$ cat src/logic/gpu_types_pkg.sv
// Shared width types for lanes, threads, registers and cache lines
`default_nettype none

package gpu_types_pkg;

	localparam int NUM_LANES = 4;
	localparam int NUM_THREADS = 4;
	localparam int NUM_REGS = 32;

	// One lane value
	typedef logic [31:0] scalar_t;

	// Four lanes, lane 0 in the low bits; also one cache line
	typedef scalar_t [NUM_LANES - 1:0] vector_t;

	typedef logic [NUM_LANES - 1:0] lane_mask_t;
	typedef logic [$clog2(NUM_THREADS) - 1:0] thread_idx_t;
	typedef logic [$clog2(NUM_REGS) - 1:0] register_idx_t;

	// Cache line address field, taken from address bits 4 and up
	typedef logic [7:0] line_idx_t;

	// Encoding width of a memory op as it travels between stages
	typedef logic [2:0] mem_op_code_t;

	localparam register_idx_t REG_PC = 5'd31;
	localparam register_idx_t REG_LINK = 5'd30;

endpackage

`default_nettype wire
$ cat src/logic/gpu_ops_pkg.sv
// Operation and pipeline select encodings used across the pipeline tail
`default_nettype none

package gpu_ops_pkg;
	import gpu_types_pkg::*;

	typedef enum logic [2:0]
	{
		OP_ADD,
		OP_SUB,
		OP_CMPEQ,
		OP_MOVE,
		OP_CALL
	} alu_op_t;

	// Access width; the base type matches the code carried on dd_result_if
	typedef enum mem_op_code_t
	{
		MEM_B,
		MEM_BX,
		MEM_S,
		MEM_SX,
		MEM_L,
		MEM_BLOCK
	} memory_op_t;

	// Which pipeline a rollback came from
	typedef enum logic
	{
		PIPE_SCYCLE_ARITH,
		PIPE_MEM
	} pipeline_sel_t;

endpackage

`default_nettype wire

$ cat src/logic/stage_if.sv
// Result and register write buses between the pipeline tail stages
`timescale 1ns/1ps
`default_nettype none

interface sc_result_if import gpu_types_pkg::*; ();
	logic valid;
	thread_idx_t thread;
	register_idx_t dest_reg;
	logic has_dest;
	logic dest_is_vector;
	logic is_compare;
	logic is_call;
	vector_t result;
	lane_mask_t mask;
	logic rollback_en;
	scalar_t rollback_pc;

	modport producer(output valid, thread, dest_reg, has_dest, dest_is_vector, is_compare,
		is_call, result, mask, rollback_en, rollback_pc);
	modport consumer(input valid, thread, dest_reg, has_dest, dest_is_vector, is_compare,
		is_call, result, mask, rollback_en, rollback_pc);
endinterface

interface dd_result_if import gpu_types_pkg::*; ();
	logic valid;
	thread_idx_t thread;
	register_idx_t dest_reg;
	logic dest_is_vector;
	logic is_load;
	mem_op_code_t mem_op;
	lane_mask_t mask;
	scalar_t request_addr;
	vector_t line_data;

	modport producer(output valid, thread, dest_reg, dest_is_vector, is_load, mem_op, mask,
		request_addr, line_data);
	modport consumer(input valid, thread, dest_reg, dest_is_vector, is_load, mem_op, mask,
		request_addr, line_data);
endinterface

interface reg_write_if import gpu_types_pkg::*; ();
	logic en;
	thread_idx_t thread;
	register_idx_t dest_reg;
	logic is_vector;
	vector_t value;
	lane_mask_t mask;

	modport producer(output en, thread, dest_reg, is_vector, value, mask);
	modport consumer(input en, thread, dest_reg, is_vector, value, mask);
endinterface

`default_nettype wire

$ cat src/logic/writeback_stage.sv
// Writeback stage with rollback select, load alignment and register write
`timescale 1ns/1ps
`default_nettype none

module writeback_stage import gpu_types_pkg::*; import gpu_ops_pkg::*;
(
	input wire logic clk,
	input wire logic reset,
	sc_result_if.consumer sc,
	dd_result_if.consumer dd,
	output logic rollback_en,
	output thread_idx_t rollback_thread,
	output scalar_t rollback_pc,
	output pipeline_sel_t rollback_pipeline,
	reg_write_if.producer wr
);

	memory_op_t mem_op;
	scalar_t load_word;
	logic [7:0] load_byte;
	logic [15:0] load_half;
	scalar_t aligned_value;
	vector_t swapped_line;
	vector_t compare_value;

	assign mem_op = memory_op_t'(dd.mem_op);
	assign load_word = dd.line_data[dd.request_addr[3:2]];

	// Big-endian byte within the word
	always_comb
	begin
		case (dd.request_addr[1:0])
			2'd0: load_byte = load_word[31:24];
			2'd1: load_byte = load_word[23:16];
			2'd2: load_byte = load_word[15:8];
			default: load_byte = load_word[7:0];
		endcase
	end

	assign load_half = dd.request_addr[1] ? load_word[15:0] : load_word[31:16];

	always_comb
	begin
		case (mem_op)
			MEM_B: aligned_value = {24'b0, load_byte};
			MEM_BX: aligned_value = {{24{load_byte[7]}}, load_byte};
			MEM_S: aligned_value = {16'b0, load_half};
			MEM_SX: aligned_value = {{16{load_half[15]}}, load_half};
			default: aligned_value = load_word;
		endcase
	end

	// Block loads come back with each word byte-reversed
	always_comb
	begin
		for (int lane = 0; lane < NUM_LANES; lane++)
			swapped_line[lane] = {dd.line_data[lane][7:0], dd.line_data[lane][15:8],
				dd.line_data[lane][23:16], dd.line_data[lane][31:24]};
	end

	always_comb
	begin
		compare_value = '0;
		for (int lane = 0; lane < NUM_LANES; lane++)
			compare_value[0][lane] = sc.result[lane][0];
	end

	// Kept combinational so the next issued instruction is cancelled in time
	always_comb
	begin
		rollback_en = 1'b0;
		rollback_thread = sc.thread;
		rollback_pc = sc.rollback_pc;
		rollback_pipeline = PIPE_SCYCLE_ARITH;
		if (sc.valid && sc.has_dest && sc.dest_reg == REG_PC)
		begin
			rollback_en = 1'b1;
			rollback_pc = sc.is_compare ? compare_value[0] : sc.result[0];
		end
		else if (dd.valid && dd.is_load && dd.dest_reg == REG_PC)
		begin
			rollback_en = 1'b1;
			rollback_thread = dd.thread;
			rollback_pc = aligned_value;
			rollback_pipeline = PIPE_MEM;
		end
		else if (sc.valid)
			rollback_en = sc.rollback_en;
	end

	always_ff @(posedge clk or posedge reset)
	begin
		if (reset)
			wr.en <= 1'b0;
		else if (sc.valid)
			// A call both rolls back and writes the link register
			wr.en <= sc.is_call || (sc.has_dest && !rollback_en);
		else if (dd.valid)
			wr.en <= dd.is_load && !rollback_en;
		else
			wr.en <= 1'b0;
	end

	always_ff @(posedge clk)
	begin
		if (sc.valid)
		begin
			wr.thread <= sc.thread;
			wr.dest_reg <= sc.dest_reg;
			wr.is_vector <= sc.dest_is_vector;
			wr.value <= sc.is_compare ? compare_value : sc.result;
			wr.mask <= sc.mask;
		end
		else if (dd.valid)
		begin
			wr.thread <= dd.thread;
			wr.dest_reg <= dd.dest_reg;
			wr.is_vector <= dd.dest_is_vector;
			if (mem_op == MEM_BLOCK)
			begin
				wr.value <= swapped_line;
				wr.mask <= dd.mask;
			end
			else
			begin
				wr.value <= {NUM_LANES{aligned_value}};
				wr.mask <= '1;
			end
		end
	end

endmodule

`default_nettype wire

$ cat src/flat_wrapper.sv
// flat-port wrapper written by rule: the top's interface ports become plain ports
module writeback_stage_flat import gpu_types_pkg::*; import gpu_ops_pkg::*;
  (clk, reset, rollback_en, rollback_thread, rollback_pc, rollback_pipeline, sc_valid, sc_thread, sc_dest_reg, sc_has_dest, sc_dest_is_vector, sc_is_compare, sc_is_call, sc_result, sc_mask, sc_rollback_en, sc_rollback_pc, dd_valid, dd_thread, dd_dest_reg, dd_dest_is_vector, dd_is_load, dd_mem_op, dd_mask, dd_request_addr, dd_line_data, wr_en, wr_thread, wr_dest_reg, wr_is_vector, wr_value, wr_mask);
  sc_result_if sc_i ();
  dd_result_if dd_i ();
  reg_write_if wr_i ();
  input wire logic clk;
  input wire logic reset;
  output logic rollback_en;
  output thread_idx_t rollback_thread;
  output scalar_t rollback_pc;
  output pipeline_sel_t rollback_pipeline;
  input wire logic [$bits(sc_i.valid)-1:0] sc_valid;
  input wire logic [$bits(sc_i.thread)-1:0] sc_thread;
  input wire logic [$bits(sc_i.dest_reg)-1:0] sc_dest_reg;
  input wire logic [$bits(sc_i.has_dest)-1:0] sc_has_dest;
  input wire logic [$bits(sc_i.dest_is_vector)-1:0] sc_dest_is_vector;
  input wire logic [$bits(sc_i.is_compare)-1:0] sc_is_compare;
  input wire logic [$bits(sc_i.is_call)-1:0] sc_is_call;
  input wire logic [$bits(sc_i.result)-1:0] sc_result;
  input wire logic [$bits(sc_i.mask)-1:0] sc_mask;
  input wire logic [$bits(sc_i.rollback_en)-1:0] sc_rollback_en;
  input wire logic [$bits(sc_i.rollback_pc)-1:0] sc_rollback_pc;
  input wire logic [$bits(dd_i.valid)-1:0] dd_valid;
  input wire logic [$bits(dd_i.thread)-1:0] dd_thread;
  input wire logic [$bits(dd_i.dest_reg)-1:0] dd_dest_reg;
  input wire logic [$bits(dd_i.dest_is_vector)-1:0] dd_dest_is_vector;
  input wire logic [$bits(dd_i.is_load)-1:0] dd_is_load;
  input wire logic [$bits(dd_i.mem_op)-1:0] dd_mem_op;
  input wire logic [$bits(dd_i.mask)-1:0] dd_mask;
  input wire logic [$bits(dd_i.request_addr)-1:0] dd_request_addr;
  input wire logic [$bits(dd_i.line_data)-1:0] dd_line_data;
  output wire logic [$bits(wr_i.en)-1:0] wr_en;
  output wire logic [$bits(wr_i.thread)-1:0] wr_thread;
  output wire logic [$bits(wr_i.dest_reg)-1:0] wr_dest_reg;
  output wire logic [$bits(wr_i.is_vector)-1:0] wr_is_vector;
  output wire logic [$bits(wr_i.value)-1:0] wr_value;
  output wire logic [$bits(wr_i.mask)-1:0] wr_mask;
  assign sc_i.valid = sc_valid;
  assign sc_i.thread = sc_thread;
  assign sc_i.dest_reg = sc_dest_reg;
  assign sc_i.has_dest = sc_has_dest;
  assign sc_i.dest_is_vector = sc_dest_is_vector;
  assign sc_i.is_compare = sc_is_compare;
  assign sc_i.is_call = sc_is_call;
  assign sc_i.result = sc_result;
  assign sc_i.mask = sc_mask;
  assign sc_i.rollback_en = sc_rollback_en;
  assign sc_i.rollback_pc = sc_rollback_pc;
  assign dd_i.valid = dd_valid;
  assign dd_i.thread = dd_thread;
  assign dd_i.dest_reg = dd_dest_reg;
  assign dd_i.dest_is_vector = dd_dest_is_vector;
  assign dd_i.is_load = dd_is_load;
  assign dd_i.mem_op = dd_mem_op;
  assign dd_i.mask = dd_mask;
  assign dd_i.request_addr = dd_request_addr;
  assign dd_i.line_data = dd_line_data;
  assign wr_en = wr_i.en;
  assign wr_thread = wr_i.thread;
  assign wr_dest_reg = wr_i.dest_reg;
  assign wr_is_vector = wr_i.is_vector;
  assign wr_value = wr_i.value;
  assign wr_mask = wr_i.mask;
  writeback_stage u_core (.clk(clk), .reset(reset), .sc(sc_i), .dd(dd_i), .rollback_en(rollback_en), .rollback_thread(rollback_thread), .rollback_pc(rollback_pc), .rollback_pipeline(rollback_pipeline), .wr(wr_i));
endmodule
$ cat config.mk
export PLATFORM = sky130hd
export DESIGN_NAME = writeback_stage_flat
export DESIGN_NICKNAME = d
export VERILOG_FILES = /design/src/logic/gpu_types_pkg.sv /design/src/logic/gpu_ops_pkg.sv /design/src/logic/stage_if.sv /design/src/logic/writeback_stage.sv /design/src/flat_wrapper.sv
export SDC_FILE = /design/constraint.sdc
export NUM_CORES = 1
export LEC_CHECK = 0
export BUFFER_PORTS_ARGS = -buffer_cell sky130_fd_sc_hd__buf_2
export CAP_MARGIN = 10
export CORE_AREA = 3 3 209 211
export DETAILED_ROUTE_END_ITERATION = 10
export DIE_AREA = 0 0 212 214
export PLACE_DENSITY = 0.53
export SKIP_LAST_GASP = 1
export SYNTH_ARGS = -nofsm -noshare
export SYNTH_HDL_FRONTEND = slang
export SYNTH_SLANG_ARGS = --single-unit
export TNS_END_PERCENT = 30
$ cat constraint.sdc
create_clock -name clk -period 4.3 [get_ports clk]
set_input_delay 0.86 -clock clk [delete_from_list [all_inputs] [get_ports clk]]
set_output_delay 0.86 -clock clk [all_outputs]
set_load 0.01 [all_outputs]
==> flow_summary.toml, run 1 <==
[floorplanning]
die_w_um = 212
ioPinCount = 533
start_util_pct = 23.3
die_area_um2 = 45400
core_um2 = 41900
die_h_um = 214
num_rows = 75

[detailed_routing]
antenna_left = 0
wl_um = 55700
viasPerCell = 5.43
first_pass_iters = 5
dr.first_iter.drc_count = 950
vias = 11118
post_drt_wl_per_cell_um = 27.2
drcViolationCount = 0

[timing]
post-route-period-util_pct = 95.5
fin_crit_ps = 4110
max_freq_mhz = 243
maxSlewViolCount = 0
hold_violations = 0
setup_viol = 0
tightestPinTransition_ps = 1240
rsz0062_at_grt = "no"
relSlewSlack_pct = 17.4
setup_tns_ps = 0

[critical_path]
crit_path_start_kind = "input pin"
path_max_fanout = 21
worstSetupPathType = "in2out"
crit_start = "dd_request_addr[0]"
crit_arrival_ps = 3250
cp.required_ps = 3440
critPathCaptureType = "output pin"

[cts]
cts_hold_buf = 0
cts_tree = "built"
clock_sinks = 141
postCtsResizedCells = 0
cts_buffer_depth = 2
clk_pin_slew_ps = 70
clockRootBuffer = "clkbuf_16"
numCtsBuffers = 17
cts_setup_buffers = 0
htreeDepth = 4

[power]
p_sw_share_pct = 32.5
powerDensity_nw_per_um2 = 342
combPwrFrac_pct = 28.5
p_switching_w = 0.00151
power_frac_clock_pct = 33.1
ir_worst_vdd_mv = 0.284
p_seq_share_pct = 38.4
power_leakage_nw = 5.81
power.internal_w = 0.00314

[yosys]
synth_edf_count = 140
syn-mean-instance-area_um2 = 9.65
yosysTopAreaCell = "edfxtp_1"
yosys-top-cells-area = "edfxtp_1 (43%), mux4_2 (7.4%), nand2_1 (6.2%), o221ai_1 (5.8%), o21ai_0 (5.0%)"
syn_inst = 1015
synth_top_area_share_pct = 42.9
synthFlopType = "edfxtp_1"
async_flop_share_pct = 0.709
synth_nets = 1371
seq_area_frac_synth_pct = 43.2
ys_ff_latch = 141
ys_types = 49
syn-cell-area_um2 = 9790
yosysWarningCount = 0

[placed_design]
place.gp.congestion = 0.920
io_buffers = 504
hpwlAfterDp_um = 44000

[global_routing]
antenna_found_initial = 9
grt_pass1_wl_um = 76900
grt.total_usage_pct = 23.5
overflow = 0
grt_pass1_vias = 10807
grt_start_max_net_pins = 129

[worst_hold_path]
min-delay-path-class = "in2async"

[layout]
syn2layout_area_growth_pct = 38.9
multi_input_area_um2 = 5110
largest_reg_flops = 128
final_net_count = 1848
mostFrequentLayoutCell = "buf_2"
regArea_um2 = 4230
mostFrequentLayoutCells = "buf_2 (504), nand2_1 (161), edfxtp_1 (140), nor2_1 (118), o21ai_0 (97)"
drive_above_1_share_pct = 43.6
nFillCells = 4435
final_util_pct = 32.4

[outcome]
outcome = "completed"

[flow_run]
max-cap-violations = 0
through the flow:
step                      std cells  hold WS (ps)  total power, W  cell area (µm²)  setup WS (ps)
after floorplan                1015           589         0.00242             9790            678
after global placement         2012           697         0.00312            13000            189
after detailed placement       2012           702         0.00314            13000            121
after CTS                      2042           193         0.00469            13600            102
after global routing           2045           206         0.00483            13600           11.8
final                          2047           224         0.00466            13600            192
critical path, cell delays in order:
cell      delay (ps)
buf_2            260
mux2_1           350
mux4_2           540
a32o_2           430
a211oi_1         480
o22ai_1          150
buf_2            160
layout make-up:
| type | instances | area share (%) |
|---|---|---|
| antenna | 5 | 0.0920 |
| clock buffer | 17 | 3.13 |
| clock inverter | 13 | 1.10 |
| inverter | 9 | 0.248 |
| multi-input combinational | 768 | 37.6 |
| sequential | 141 | 31.1 |
| tap | 539 | 4.96 |
| timing repair buffer | 555 | 21.8 |
power by group through the flow:
stage | Combinational, W | Clock [W] | Sequential, W
3_3_place_gp | 0.00131 | 0 | 0.00181
6_report | 0.00133 | 0.00154 | 0.00179
3_5_place_dp | 0.00132 | 0 | 0.00182
4_1_cts | 0.00133 | 0.00157 | 0.00179
2_1_floorplan | 0.000499 | 0 | 0.00192
5_1_grt | 0.00141 | 0.00162 | 0.00181
synth_stat cells (2+ instances only):
cell type  instances
a21o_1             2
buf_6              9
and3_1             3
nand2b_1           9
nand3_1            2
o22a_1             6
a21oi_1           48
or3_1              4
o21ai_1            2
o211ai_1           2
mux2_2            15
mux2_1             2
nand2_1          161
a211oi_4           2
a211oi_2           6
buf_4              3
buf_2              6
edfxtp_1         140
o22ai_1           17
a22oi_1           11
a211o_1            4
or2_2             10
a221o_1           31
nor3b_1            2
o21ai_0           97
buf_1              7
a2bb2oi_1          9
mux2i_1           20
a211oi_1          20
nor2b_1           13
o221ai_1          65
inv_1              7
nor2_1           121
clkinv_1           2
clkbuf_1          72
nor3_1            10
mux4_2            32
o31ai_1           32
routing by layer:
layer | global-route usage, % | routed length [µm] | vias up
met3 | 5.46 | 4370 | 94
met2 | 40.4 | 27400 | 621
li1 | - | - | 4898
met4 | 6.70 | 1420 | 10
met1 | 29.3 | 22400 | 5495
met5 | 0 | 79 | -
logic make-up after synthesis:
kind of cell,count (synthesis),share of synthesized area [%]
buf+inv,106,4.94
mux,69,11.4
flops,141,43.2
simple gates,339,14.4
compound gates,360,26.2
worst paths after layout:
check	to	cells past startpoint	slack, ps
min	u_core.wr.en$_DFF_PP0_	2	220
min in group clk	u_core.wr.en$_DFF_PP0_	3	650
max in group asynchronous	u_core.wr.en$_DFF_PP0_	2	3990
max	rollback_pc[29]	7	190
(Power assumes the default switching activity.)
==> run 2: changes to the inputs <==
--- a/constraint.sdc
+++ b/constraint.sdc
@@ -3,2 +3,2 @@
 set_output_delay 0.86 -clock clk [all_outputs]
-set_load 0.01 [all_outputs]
+set_load 0.1 [all_outputs]
==> run 2 against run 1 <==
  * Non-clock buffer count up 7
  * Sequential share of layout area down 1.0 points
  * Combinational power up 110%
  * First-iteration DRC count up 6.0%
  * Critical endpoint is now rollback_pc[14]
  * Largest power group is now combinational logic
  * Highest routed layer unchanged
==> flow_summary.toml, run 2 (synthesis gave the netlist of run 1 again) <==
[outcome]
outcome = "completed"

[timing]
hold_violations = 0
fin_ws_ps = 147
rsz0062_at_grt = "no"
max_freq_mhz = 241
relSlewSlack_pct = 22.7
whs_ps = 191
post-route-period-util_pct = 96.6
tightestPinTransition_ps = 1160
setup_viol = 0
fin_crit_ps = 4150
maxSlewViolCount = 0

[flow_run]
max-cap-violations = 0

[layout]
drive_above_1_share_pct = 44.6
mostFrequentLayoutCells = "buf_2 (476), nand2_1 (161), edfxtp_1 (140), nor2_1 (118), o21ai_0 (86)"
syn2layout_area_growth_pct = 43.7
final_util_pct = 33.6
largest_reg_flops = 128
mostFrequentLayoutCell = "buf_2"
final_net_count = 1855

[cts]
clock_sinks = 141
clockRootBuffer = "clkbuf_16"
htreeDepth = 4
cts_setup_buffers = 0
numCtsBuffers = 17
cts_tree = "built"
cts_buffer_depth = 2
clk_pin_slew_ps = 70

[critical_path]
path_max_fanout = 16
cp.required_ps = 3440
crit_path_start_kind = "input pin"
crit_arrival_ps = 3290
worstSetupPathType = "in2out"
critPathCaptureType = "output pin"

[power]
power_leakage_nw = 6.00
powerDensity_nw_per_um2 = 434
ir_worst_vdd_mv = 0.285

[detailed_routing]
viasPerCell = 5.41
antenna_left = 0
wl_um = 55400
dr.first_iter.drc_count = 1007
post_drt_wl_per_cell_um = 27.0
drcViolationCount = 0
vias = 11121
first_pass_iters = 5

[floorplanning]
core_um2 = 41900
ioPinCount = 533
num_rows = 75
die_h_um = 214
die_area_um2 = 45400
start_util_pct = 23.3
die_w_um = 212

[global_routing]
antenna_found_initial = 11
grt_pass1_wl_um = 76500
grt.total_usage_pct = 23.6
grt_start_max_net_pins = 119
overflow = 0
grt_pass1_vias = 10906

[worst_hold_path]
min-delay-path-class = "in2async"

[placed_design]
hpwlAfterDp_um = 43600
io_buffers = 504
place.gp.congestion = 0.903
place_ws_ps = 141
-- run 2: cell types whose count changed in the layout (fill, tap and decap cells not counted), sizes merged --
cell	before	now
buf	555	562
bufinv	3	2
diode	5	4
inv	8	11
-- run 2: what timing repair did --
item	in CTS	in global routing
hold buffers	0	0
endpoints found under the setup margin	0	1
gates resized for setup	0	1
-- run 2: report_power, final --
part	switching (W)	total [W]	internal, W
clock	0.000697	0.00155	0.000857
sequential	0.0000502	0.00179	0.00174
combinational	0.00221	0.00277	0.000562
-- run 2: critical path, stage by stage --
cell and delay [ps]:
buf_2 300, buf_4 300, nor2b_1 70, a2bb2oi_1 380, a32o_2 310, buf_4 310, a21oi_2 170, a21oi_1 340
buf_12 230
-- run 2: cell type report --
type	instances	area, µm²
clock buffer	17	425
multi-input combinational	768	5140
fill	4401	27900
clock inverter	15	161
inverter	9	33.8
tap	539	674
timing repair buffer	562	3400
antenna	4	10.0
sequential	141	4230
-- run 2: routing by layer --
layer / GRT usage [%] / vias up / share of wire, %
met5: 0 / - / 0.18
met4: 8.28 / 14 / 2.9
met3: 6.63 / 84 / 9.2
met2: 39.4 / 613 / 48
met1: 29.0 / 5500 / 39
li1: - / 4910 / -
-- run 2: how the worst max path moves through the flow --
stage	startpoint	end	cells past startpoint
final	dd_request_addr[2]	rollback_pc[14]	9
after global routing	dd_request_addr[2]	rollback_pc[14]	9
after CTS	dd_request_addr[2]	rollback_pc[14]	9
after detailed placement	dd_request_addr[2]	rollback_pc[14]	9
after global placement	dd_request_addr[2]	rollback_pc[14]	9
after floorplan	dd_request_addr[3]	rollback_pc[0]	7
-- run 2: stage by stage --
| step | TNS [ps] | power, W | cells | instance area [µm²] |
|---|---|---|---|---|
| 5_1_grt | 0 | 0.00630 | 2053 | 14100 |
| 6_report | 0 | 0.00611 | 2055 | 14100 |
| 4_1_cts | 0 | 0.00616 | 2051 | 14100 |
| 3_3_place_gp | 0 | 0.00457 | 2019 | 13500 |
| 2_1_floorplan | -4490 | 0.00381 | 1015 | 9820 |
| 3_5_place_dp | 0 | 0.00458 | 2019 | 13500 |
==> run 3: changes to the inputs <==
==> constraint.sdc (replaced) <==
create_clock -name clk -period 4.3 [get_ports clk]
set_input_delay 0.215 -clock clk [delete_from_list [all_inputs] [get_ports clk]]
set_output_delay 0.215 -clock clk [all_outputs]
set_load 0.1 [all_outputs]
==> run 3 against run 2 <==
  * Design area up 1.7%
  * Hold slack worse by 150 ps
  * Sequential power about the same
  * Clock power about the same
  * Flip-flop and latch count unchanged
  * Sequential share of layout area down 0.50 points
  * Global-route usage up 0.26 points
  * Die area unchanged
  * Critical path depth unchanged
  * Worst setup slack better by 660 ps
  * Largest cell class unchanged
==> flow_summary.toml, run 3 (synthesis gave the netlist of run 1 again) <==
[placed_design]
hpwlAfterDp_um = 43300
place.gp.congestion = 0.914
place_ws_ps = 757
io_buffers = 504

[layout]
final_net_count = 1903
largest_reg_flops = 128
syn2layout_area_growth_pct = 46.1
mostFrequentLayoutCell = "buf_2"
mostFrequentLayoutCells = "buf_2 (492), nand2_1 (161), edfxtp_1 (140), nor2_1 (118), o21ai_0 (97)"
regArea_um2 = 4230
drive_above_1_share_pct = 41.4
nFillCells = 4338
final_util_pct = 34.1
multi_input_area_um2 = 5100

[critical_path]
critPathCaptureType = "output pin"
crit_path_start_kind = "input pin"
crit_arrival_ps = 3270
cp.required_ps = 4090
worstSetupPathType = "in2out"
worstPathCellList = "buf_2 -> buf_4 -> nor2_1 -> a22oi_1 -> a32o_2 -> buf_4 -> a21oi_2 -> a21oi_1 -> buf_12"
cpMostUsedCell = "buf_4"
path_max_fanout = 23
max_stage_delay_ps = 670
slowest_stage = "a32o_2"

[floorplanning]
start_util_pct = 23.3
die_h_um = 214
core_um2 = 41900
die_area_um2 = 45400
ioPinCount = 533
num_rows = 75
die_w_um = 212

[cts]
cts_tree = "built"
cts_buffer_depth = 2
cts_setup_buffers = 0
clk_pin_slew_ps = 60
numCtsBuffers = 17
postCtsResizedCells = 0
htreeDepth = 4
cts_hold_buf = 63
clockRootBuffer = "clkbuf_16"
clock_sinks = 141

[power]
finalPower_w = 0.00613
power_leakage_nw = 6.08
ir_worst_vdd_mv = 0.300
powerDensity_nw_per_um2 = 428

[global_routing]
antenna_found_initial = 15
grt_pass1_wl_um = 77900
grt_pass1_vias = 11278
grt.total_usage_pct = 23.8
grt_start_max_net_pins = 74
overflow = 0

[detailed_routing]
dr.first_iter.drc_count = 1154
drcViolationCount = 0
viasPerCell = 5.43
vias = 11431
first_pass_iters = 6
antenna_left = 0
post_drt_wl_per_cell_um = 26.5
wl_um = 55700

[timing]
setup_viol = 0
maxSlewViolCount = 0
fin_ws_ps = 812
setup_tns_ps = 0
fin_crit_ps = 3490
rsz0062_at_grt = "no"
post-route-period-util_pct = 81.1
relSlewSlack_pct = 34.8
tightestPinTransition_ps = 977
max_freq_mhz = 287
hold_violations = 0

[outcome]
outcome = "completed"

[flow_run]
max-cap-violations = 0

[worst_hold_path]
min-delay-path-class = "in2reg"
[run 3: changes by cell type in the layout (fill, tap and decap cells not counted), moves of 2 or more]
cell,before,now
dlygate4sd3_1,0,63
buf_12,30,13
buf_2,476,492
buf_4,56,42
o21ai_0,86,97
o21ai_2,7,0
clkinv_4,4,0
inv_6,4,0
o21ai_1,6,2
clkbuf_1,0,3
clkinv_1,3,6
diode_2,4,7
bufinv_16,2,4
clkinvlp_4,3,1
[run 3: final cells by class]
class | instances | share of cell area [%]
Multi-Input combinational cell | 768 | 35.7
Sequential cell | 141 | 29.5
Timing Repair Buffer | 610 | 25.6
Tap cell | 539 | 4.71
Clock buffer | 20 | 3.05
Clock inverter | 10 | 1.03
Inverter | 9 | 0.236
Antenna cell | 7 | 0.122
[run 3: final timing paths]
check                      slack (ps)          startpoint                             end  cells past startpoint
worst max-delay path              810  dd_request_addr[2]                 rollback_pc[13]                      9
worst min-delay path               40      sc_result[122]  u_core.wr.value[122]$_DFFE_PP_                      3
max in group asynchronous        4090               reset          u_core.wr.en$_DFF_PP0_                      3
min in group asynchronous         120               reset          u_core.wr.en$_DFF_PP0_                      3
[run 3: metal layers]
metal	wire [µm]	part of all wire [%]	global-route usage (%)	vias to the layer above
met4	1690	3.0	8.51	14
met1	21400	38	28.4	5585
met2	27400	49	40.1	707
met3	5170	9.3	7.81	109
li1	-	-	-	5016
met5	93	0.17	0	-
[run 3: report_power, final]
group          switching [W]  internal (W)  total [W]
Sequential         0.0000499       0.00174    0.00179
Combinational        0.00221      0.000561    0.00277
Clock               0.000621      0.000952    0.00157
Total                0.00288       0.00325    0.00613
[run 3: through the flow]
stage,hold WS (ps),area [µm²],std cells
6_report,41.7,14300,2104
3_5_place_dp,54.4,13100,2004
3_3_place_gp,51.5,13100,2004
2_1_floorplan,-56.3,9790,1015
4_1_cts,0.293,14300,2097
5_1_grt,15.2,14300,2103
[run 3: worst max-delay path: cells and delay by family]
family,cells,cell delay (ps)
buf+inv,4,1350
compound gates,4,1590
simple gates,1,80
